===== config.mk =====
export PLATFORM = sky130hd
export DESIGN_NAME = axil_slave_flat
export DESIGN_NICKNAME = d
export VERILOG_FILES = /design/src/logic/dna_mem_pkg.sv /design/src/logic/mem_access_if.sv /design/src/logic/axil_slave.sv /design/src/flat_wrapper.sv
export SDC_FILE = /design/constraint.sdc
export NUM_CORES = 1
export LEC_CHECK = 0
export ABC_AREA = 1
export BUFFER_PORTS_ARGS = -buffer_cell sky130_fd_sc_hd__buf_2
export CAP_MARGIN = 20
export CORE_AREA = 8 8 99 136
export CTS_BUF_LIST = sky130_fd_sc_hd__clkbuf_16
export CTS_CLUSTER_DIAMETER = 40
export DETAILED_ROUTE_END_ITERATION = 10
export DIE_AREA = 0 0 107 144
export PLACE_DENSITY = 0.83
export SYNTH_ARGS = -nofsm -noshare
export SYNTH_HDL_FRONTEND = slang
export SYNTH_SLANG_ARGS = --single-unit
export TNS_END_PERCENT = 10

===== constraint.sdc =====
create_clock -name clk -period 2.09 [get_ports clk]
set_input_delay 0.209 -clock clk [delete_from_list [all_inputs] [get_ports clk]]
set_output_delay 0.209 -clock clk [all_outputs]
set_load 0.02 [all_outputs]

===== src/logic/dna_mem_pkg.sv =====
package dna_mem_pkg;

    localparam int ADDR_W = 32;
    localparam int DATA_W = 32;

    typedef logic [DATA_W-1:0] word_t;
    typedef logic [ADDR_W-1:0] axi_addr_t;

    ////////////////////
    // Address map
    ////////////////////

    // Sequence write regions, 4 KB each
    localparam axi_addr_t SEQ_READ_BASE = 32'h0300_0000;
    localparam axi_addr_t SEQ_REF_BASE  = 32'h0300_1000;
    localparam int        SEQ_REGION_W  = 12; // log2 of region bytes

    // Matrix bank read regions
    localparam axi_addr_t MATRIX_BASE     = 32'h0301_0000; // bank 0
    localparam axi_addr_t MATRIX_STRIDE   = 32'h0001_0000;
    localparam int        MATRIX_STRIDE_W = 16; // log2 of MATRIX_STRIDE

    ////////////////////
    // Default sizes
    ////////////////////

    localparam int DEF_NUM_BANKS    = 4;
    localparam int DEF_SEQ_DEPTH    = 128; // words
    localparam int DEF_MATRIX_DEPTH = 128; // words

endpackage


===== src/logic/mem_access_if.sv =====
`timescale 1ns/1ps

interface mem_access_if import dna_mem_pkg::*; ();

    // Write request, one-cycle pulse
    logic      wr_valid;
    axi_addr_t wr_addr;
    word_t     wr_data;

    // Read request, data follows one cycle after the pulse
    logic      rd_valid;
    axi_addr_t rd_addr;
    word_t     rd_data;

    modport slave (
        output wr_valid, wr_addr, wr_data,
        output rd_valid, rd_addr,
        input  rd_data
    );

    modport mem (
        input  wr_valid, wr_addr, wr_data,
        input  rd_valid, rd_addr,
        output rd_data
    );

endinterface


===== src/logic/axil_slave.sv =====
`timescale 1ns/1ps

module axil_slave import dna_mem_pkg::*; (
    input  logic      clk,
    input  logic      resetn,

    input  axi_addr_t i_axi_awaddr,
    input  logic      i_axi_awvalid,
    output logic      o_axi_awready,

    input  word_t     i_axi_wdata,
    input  logic      i_axi_wvalid,
    output logic      o_axi_wready,

    output logic      o_axi_bvalid,
    input  logic      i_axi_bready,

    input  axi_addr_t i_axi_araddr,
    input  logic      i_axi_arvalid,
    output logic      o_axi_arready,

    output word_t     o_axi_rdata,
    output logic      o_axi_rvalid,
    input  logic      i_axi_rready,

    mem_access_if.slave mem
);

    logic rd_wait; // bank data arrives next edge
    logic rd_busy;

    ////////////////////
    // Write channels
    ////////////////////

    always_ff @(posedge clk or negedge resetn) begin
        if (!resetn) begin
            o_axi_awready <= 1'b0;
            o_axi_wready  <= 1'b0;
            o_axi_bvalid  <= 1'b0;
            mem.wr_valid  <= 1'b0;
        end else begin
            o_axi_awready <= 1'b0;
            o_axi_wready  <= 1'b0;
            mem.wr_valid  <= 1'b0;
            if (o_axi_bvalid && i_axi_bready) begin
                o_axi_bvalid <= 1'b0;
            end
            if (o_axi_awready && i_axi_awvalid && i_axi_wvalid) begin
                mem.wr_valid <= 1'b1;
                o_axi_bvalid <= 1'b1; // held until bready
            end else if (i_axi_awvalid && i_axi_wvalid && !o_axi_bvalid) begin
                o_axi_awready <= 1'b1; // AW and W taken together
                o_axi_wready  <= 1'b1;
            end
        end
    end

    always_ff @(posedge clk) begin
        if (o_axi_awready && i_axi_awvalid) begin
            mem.wr_addr <= i_axi_awaddr;
            mem.wr_data <= i_axi_wdata;
        end
    end

    ////////////////////
    // Read channels
    ////////////////////

    // One read in flight at a time
    assign rd_busy = o_axi_arready || mem.rd_valid || rd_wait || o_axi_rvalid;

    always_ff @(posedge clk or negedge resetn) begin
        if (!resetn) begin
            o_axi_arready <= 1'b0;
            mem.rd_valid  <= 1'b0;
            rd_wait       <= 1'b0;
            o_axi_rvalid  <= 1'b0;
        end else begin
            o_axi_arready <= 1'b0;
            mem.rd_valid  <= 1'b0;
            rd_wait       <= mem.rd_valid;
            if (o_axi_arready && i_axi_arvalid) begin
                mem.rd_valid <= 1'b1;
            end else if (i_axi_arvalid && !rd_busy) begin
                o_axi_arready <= 1'b1;
            end
            if (rd_wait) begin
                o_axi_rvalid <= 1'b1;
            end else if (o_axi_rvalid && i_axi_rready) begin
                o_axi_rvalid <= 1'b0;
            end
        end
    end

    always_ff @(posedge clk) begin
        if (o_axi_arready && i_axi_arvalid) begin
            mem.rd_addr <= i_axi_araddr;
        end
        if (rd_wait) begin
            o_axi_rdata <= mem.rd_data; // stays put while rvalid holds
        end
    end

endmodule


===== src/flat_wrapper.sv =====
// flat-port wrapper written by rule: the top's interface ports become plain ports
module axil_slave_flat import dna_mem_pkg::*;
  (clk, resetn, i_axi_awaddr, i_axi_awvalid, o_axi_awready, i_axi_wdata, i_axi_wvalid, o_axi_wready, o_axi_bvalid, i_axi_bready, i_axi_araddr, i_axi_arvalid, o_axi_arready, o_axi_rdata, o_axi_rvalid, i_axi_rready, mem_wr_valid, mem_wr_addr, mem_wr_data, mem_rd_valid, mem_rd_addr, mem_rd_data);
  mem_access_if mem_i ();
  input  logic clk;
  input  logic resetn;
  input  axi_addr_t i_axi_awaddr;
  input  logic i_axi_awvalid;
  output logic o_axi_awready;
  input  word_t i_axi_wdata;
  input  logic i_axi_wvalid;
  output logic o_axi_wready;
  output logic o_axi_bvalid;
  input  logic i_axi_bready;
  input  axi_addr_t i_axi_araddr;
  input  logic i_axi_arvalid;
  output logic o_axi_arready;
  output word_t o_axi_rdata;
  output logic o_axi_rvalid;
  input  logic i_axi_rready;
  output wire logic [$bits(mem_i.wr_valid)-1:0] mem_wr_valid;
  output wire logic [$bits(mem_i.wr_addr)-1:0] mem_wr_addr;
  output wire logic [$bits(mem_i.wr_data)-1:0] mem_wr_data;
  output wire logic [$bits(mem_i.rd_valid)-1:0] mem_rd_valid;
  output wire logic [$bits(mem_i.rd_addr)-1:0] mem_rd_addr;
  input wire logic [$bits(mem_i.rd_data)-1:0] mem_rd_data;
  assign mem_wr_valid = mem_i.wr_valid;
  assign mem_wr_addr = mem_i.wr_addr;
  assign mem_wr_data = mem_i.wr_data;
  assign mem_rd_valid = mem_i.rd_valid;
  assign mem_rd_addr = mem_i.rd_addr;
  assign mem_i.rd_data = mem_rd_data;
  axil_slave u_core (.clk(clk), .resetn(resetn), .i_axi_awaddr(i_axi_awaddr), .i_axi_awvalid(i_axi_awvalid), .o_axi_awready(o_axi_awready), .i_axi_wdata(i_axi_wdata), .i_axi_wvalid(i_axi_wvalid), .o_axi_wready(o_axi_wready), .o_axi_bvalid(o_axi_bvalid), .i_axi_bready(i_axi_bready), .i_axi_araddr(i_axi_araddr), .i_axi_arvalid(i_axi_arvalid), .o_axi_arready(o_axi_arready), .o_axi_rdata(o_axi_rdata), .o_axi_rvalid(o_axi_rvalid), .i_axi_rready(i_axi_rready), .mem(mem_i));
endmodule

==> results of run 1 <==
==> cell families after synthesis <==
family	Yosys count
DFF	135
and+or+nand+nor	9
buffers and inverters	8
AOI/OAI and AO/OA	2
==> stage by stage <==
| stage | std cells | util (%) |
|---|---|---|
| detailed placement | 572 | 49.00 |
| global placement | 572 | 49.00 |
| floorplan | 154 | - |
==> results.toml, run 1 <==
[status]
outcome = "did not finish"
last-stage-reached = "clock tree synthesis (4_1_cts)"
error_message = "[ERROR RSZ-0060] Max buffer count reached."

[logic_synthesis]
async_reset_ff_share_pct = 5.185
synth_fa_ha_area_share_pct = 0
synth_area_leaders = "edfxtp_1 93%, dfrtp_1 4.3%, inv_1 0.64%"
yosysTopAreaCellShare_pct = 93.40
synthMuxAreaShare_pct = 0
post_synth.cell_area_avg_um2 = 26.72
synth.net_count = 289
synthFlopType = "edfxtp_1"
synth-simple-area-share_pct = 1.125
synth_compound_area_share_pct = 0.3953
synth_most_common_cell = "edfxtp_1"
synth_commonest_cells = "128 x edfxtp_1, 7 x dfrtp_1, 7 x inv_1, 5 x nand2_1, 2 x nor2_1"
synthCells = 154
synth_top_area_cell = "edfxtp_1"
synth-xor-area-share_pct = 0
ys_seq_elements = 135
synth_cell_types = 10
yosysWarnings = 0
synth_top_family_by_area = "simple AND/OR/NAND/NOR gates"
synth-edff-count = 128
ys_seq_area_share_pct = 97.66
synthesis.area_um2 = 4115

[clocking]
numCtsBuffers = 17
cts_root_buf = "clkbuf_16"
h-tree-depth = 4
postCtsSetupRepairBufs = 0
post_cts_resized = 0
postCtsHoldBufs = 122
clkSinkCount = 135
clock_path_buffers = 2

[floorplanning]
die_h_um = 144
fp-row-count = 47
die_w_um = 107
initial_core_util_pct = 35.52
io_pins = 270

[placement]
placed_area_um2 = 5677
gp_congestion = 0.7973
dpl.hpwl_mm = 9.237
numPortBuffers = 269
place_ws_ns = 0.8029
==> run 2, diff against run 1 <==
--- a/config.mk
+++ b/config.mk
@@ -8,12 +8,10 @@
 export ABC_AREA = 1
 export BUFFER_PORTS_ARGS = -buffer_cell sky130_fd_sc_hd__buf_2
 export CAP_MARGIN = 20
-export CORE_AREA = 8 8 99 136
-export CTS_BUF_LIST = sky130_fd_sc_hd__clkbuf_16
-export CTS_CLUSTER_DIAMETER = 40
+export CORE_AREA = 8 8 121 123
 export DETAILED_ROUTE_END_ITERATION = 10
-export DIE_AREA = 0 0 107 144
-export PLACE_DENSITY = 0.83
+export DIE_AREA = 0 0 129 131
+export PLACE_DENSITY_LB_ADDON = 0.15
 export SYNTH_ARGS = -nofsm -noshare
 export SYNTH_HDL_FRONTEND = slang
 export SYNTH_SLANG_ARGS = --single-unit
==> constraint.sdc (replaced) <==
create_clock -name clk -period 2.7 [get_ports clk]
set_input_delay 0.27 -clock clk [delete_from_list [all_inputs] [get_ports clk]]
set_output_delay 0.27 -clock clk [all_outputs]
set_load 0.02 [all_outputs]
==> run 2 against run 1 <==
The flow now finishes without violations. Synthesized area unchanged. Synthesized cell count unchanged.
==> results.toml, run 2 <==
[sta]
hold_violations = 0
max-slew-margin-rel_pct = 63.68
fin_setup_tns_ns = 0
rsz0062_at_grt = "false"
fin_crit_sh_pct = 58.34
tightest_slew_ns = 0.5441
fmax_mhz = 634.8
setup_ws_ns = 1.125
min_period_ns = 1.575
maxSlewViolCount = 0
setup-violations-final = 0
fin_skew_ns = 0.005400
holdWs_ns = 0.02989

[floorplanning]
core_area_um2 = 12870
fp-row-count = 42
die_w_um = 129
dieArea_um2 = 16900
die_h_um = 131
initial_core_util_pct = 31.96
io_pins = 270

[placement]
place_ws_ns = 1.134
dp_cells = 601
numPortBuffers = 269
dpl.hpwl_mm = 8.597
gp_congestion = 0.7496

[clocking]
postCtsHoldBufs = 1
cts_tree = "built"
h-tree-depth = 4
cts_root_buf = "clkbuf_16"
postCtsSetupRepairBufs = 0
clk_latency_ns = 0.41
clk_pin_slew_ns = 0.06
clkSinkCount = 135
clock_path_buffers = 2
numCtsBuffers = 17
post_cts_resized = 0

[setup_path]
cp-end-kind = "flip-flop"
rr_startpoint = "u_core.o_axi_awready"
path_class = "flip-flop to flip-flop"
r2r_slack_ns = 1.12
crit_cells = 3
crit_required_ns = 2.80
cp-start-kind = "flip-flop"
worstReg2RegEnd = "u_core.mem.wr_addr[5]"
rr_worst_depth = 3
critical_path.startpoint = "u_core.o_axi_awready"
crit_arrival_ns = 1.67
cp_max_fo = 39
critPathBufInv = 2
max_stage_delay_ns = 0.43
crit_path_top_delay_cell = "dfrtp_1"
crit_chain = "nand2_1 > inv_2 > buf_12"
path_delay_family = "buffers and inverters"

[layout]
ff_latch_area_um2 = 4019
fillers = 1114
fin_nets = 580
drive_gt1_share_pct = 66.38
diodes = 0
multi_input_area_um2 = 62.56
final_cell_mix = "269 x buf_2, 128 x edfxtp_1, 17 x clkbuf_16, 7 x dfrtp_1, 6 x inv_1"
final_cells = 634
post-route-util_pct = 48.79
area_growth_pct = 52.63
mostFrequentLayoutCell = "buf_2"

[detailed_routing]
drc_errors = 0
drt-total-wl_mm = 10.99
drt_pre_antenna_iters = 4
vias = 2522
ant_nets = 0
routed_via_density = 3.978
wire_per_inst_um = 17.33
drt_iter0_drc = 133

[logic_synthesis]
ys_seq_elements = 135
synth-edff-count = 128
yosysTopAreaCellShare_pct = 93.40
yosysWarnings = 0
synth_commonest_cells = "128 x edfxtp_1, 7 x dfrtp_1, 7 x inv_1, 5 x nand2_1, 2 x nor2_1"
synth_cell_types = 10
async_reset_ff_share_pct = 5.185
ys_seq_area_share_pct = 97.66
synth_area_leaders = "edfxtp_1 93%, dfrtp_1 4.3%, inv_1 0.64%"
synthFlopType = "edfxtp_1"
synth_most_common_cell = "edfxtp_1"
synth.net_count = 289
synth_top_area_cell = "edfxtp_1"
synthesis.area_um2 = 4115
post_synth.cell_area_avg_um2 = 26.72
synthCells = 154

[min_path]
hp-start = "i_axi_bready"
hold_path_end = "u_core.o_axi_bvalid"
holdPathStages = 2
holdCritPathClass = "input pin to flip-flop"

[global_routing]
grt_usage_pct = 12.67
overflow = 0
grt_max_degree = 40
antenna_found_initial = 0
grt_pass1_vias = 2761
grt_first_pass_wirelength_mm = 15.23

[power_and_ir_drop]
seqPwrFrac_pct = 48.8
clkPwrFrac_pct = 43.3
p_leak_nw = 2.689
power.switching_fraction_pct = 22.19
p_comb_share_pct = 7.8
peakVddDrop_v = 0.0003811
p_sw_mw = 1.116
powerDensity_nw_per_um2 = 800.6
p_int_mw = 3.913

[flow_run]
maxCapViolCount = 0

[status]
outcome = "finished clean"
[run 2: cell counts after synthesis]
No cell type changed its count.
[run 2: worst max-delay path by stage]
stage	end	slack, ns
after detailed placement	u_core.mem.wr_addr[8]	1.13
after global placement	u_core.mem.wr_addr[18]	1.15
after CTS	u_core.mem.wr_addr[11]	1.12
after global routing	u_core.mem.wr_data[7]	1.02
final	u_core.mem.wr_addr[5]	1.12
after floorplan	u_core.mem.wr_addr[0]	0.43
[run 2: cells by family after synthesis]
logic type,share of synthesized area [%]
AO/OA/AOI/OAI,0.3954
buffers and inverters,0.8211
flip-flops,97.66
AND/OR/NAND/NOR,1.125
[run 2: routing by layer]
metal  up-vias  share of wire [%]  track usage, %  wire length (µm)
met1      1184                 33           12.15              3573
met3        20                9.6           5.317              1052
li1       1186                  -               -                 -
met2       132                 55           22.23              6066
met4         0                2.7           8.017               293
met5         -                  0               0                 0
[run 2: layout make-up]
class                           instances  area share (%)
Clock inverter                         14           2.112
Clock buffer                           18           6.833
Timing Repair Buffer                  273           22.15
Sequential cell                       135           63.98
Inverter                                7          0.4183
Multi-Input combinational cell         11          0.9960
Tap cell                              176           3.506
[run 2: stage by stage]
step | area, µm² | power (mW)
6_report | 6281 | 5.028
5_1_grt | 6281 | 5.221
4_1_cts | 6281 | 5.101
3_3_place_gp | 5709 | 2.896
3_5_place_dp | 5709 | 2.901
2_1_floorplan | 4115 | 2.680
[run 2: power groups by stage]
| stage | logic (mW) | clock network [mW] | registers, mW |
|---|---|---|---|
| floorplan | 0.0397 | 0 | 2.64 |
| global route | 0.423 | 2.33 | 2.47 |
| global placement | 0.398 | 0 | 2.50 |
| finish | 0.393 | 2.18 | 2.46 |
| detailed placement | 0.401 | 0 | 2.50 |
| CTS | 0.403 | 2.24 | 2.46 |
(Power assumes the default switching activity.)
==> run 3, diff against run 2 <==
==> constraint.sdc (replaced) <==
create_clock -name clk -period 1.65 [get_ports clk]
set_input_delay 0.165 -clock clk [delete_from_list [all_inputs] [get_ports clk]]
set_output_delay 0.165 -clock clk [all_outputs]
set_load 0.02 [all_outputs]
==> run 3 against run 2 <==
The run now fails in clock tree synthesis (4_1_cts). Synthesized cell count unchanged. Synthesized area unchanged.
==> results.toml, run 3 <==
[clocking]
postCtsHoldBufs = 127
postCtsSetupRepairBufs = 0
clkSinkCount = 135
clock_path_buffers = 2
cts_root_buf = "clkbuf_16"
numCtsBuffers = 17
h-tree-depth = 4
post_cts_resized = 0

[logic_synthesis]
yosysWarnings = 0
synth_area_leaders = "edfxtp_1 93%, dfrtp_1 4.3%, inv_1 0.64%"
async_reset_ff_share_pct = 5.185
synth_top_area_cell = "edfxtp_1"
post_synth.cell_area_avg_um2 = 26.72
synthesis.area_um2 = 4115
ys_seq_area_share_pct = 97.66
synth_most_common_cell = "edfxtp_1"
synth-edff-count = 128
synth.net_count = 289
synth_cell_types = 10
yosysTopAreaCellShare_pct = 93.40
synthCells = 154
synthFlopType = "edfxtp_1"
ys_seq_elements = 135
synth_commonest_cells = "128 x edfxtp_1, 7 x dfrtp_1, 7 x inv_1, 5 x nand2_1, 2 x nor2_1"

[floorplanning]
die_w_um = 129
initial_core_util_pct = 31.96
die_h_um = 131
fp-row-count = 42
io_pins = 270

[placement]
numPortBuffers = 269
placed_area_um2 = 5737
gp_congestion = 0.7230
dpl.hpwl_mm = 8.483

[status]
last-stage-reached = "clock tree synthesis (4_1_cts)"
outcome = "did not finish"
error_message = "[ERROR RSZ-0060] Max buffer count reached."
run 3: stage by stage:
step / utilization, % / hold WS [ns] / worst slack, ns / cells
after global placement: 44.56 / 0.02045 / 0.4584 / 602
after floorplan: - / -0.1306 / -0.2138 / 154
after detailed placement: 44.56 / 0.01665 / 0.4073 / 602
run 3: kinds of logic after synthesis:
group	synth area share [%]
simple gates	1.125
compound gates	0.3954
buf+inv	0.8211
flops	97.66
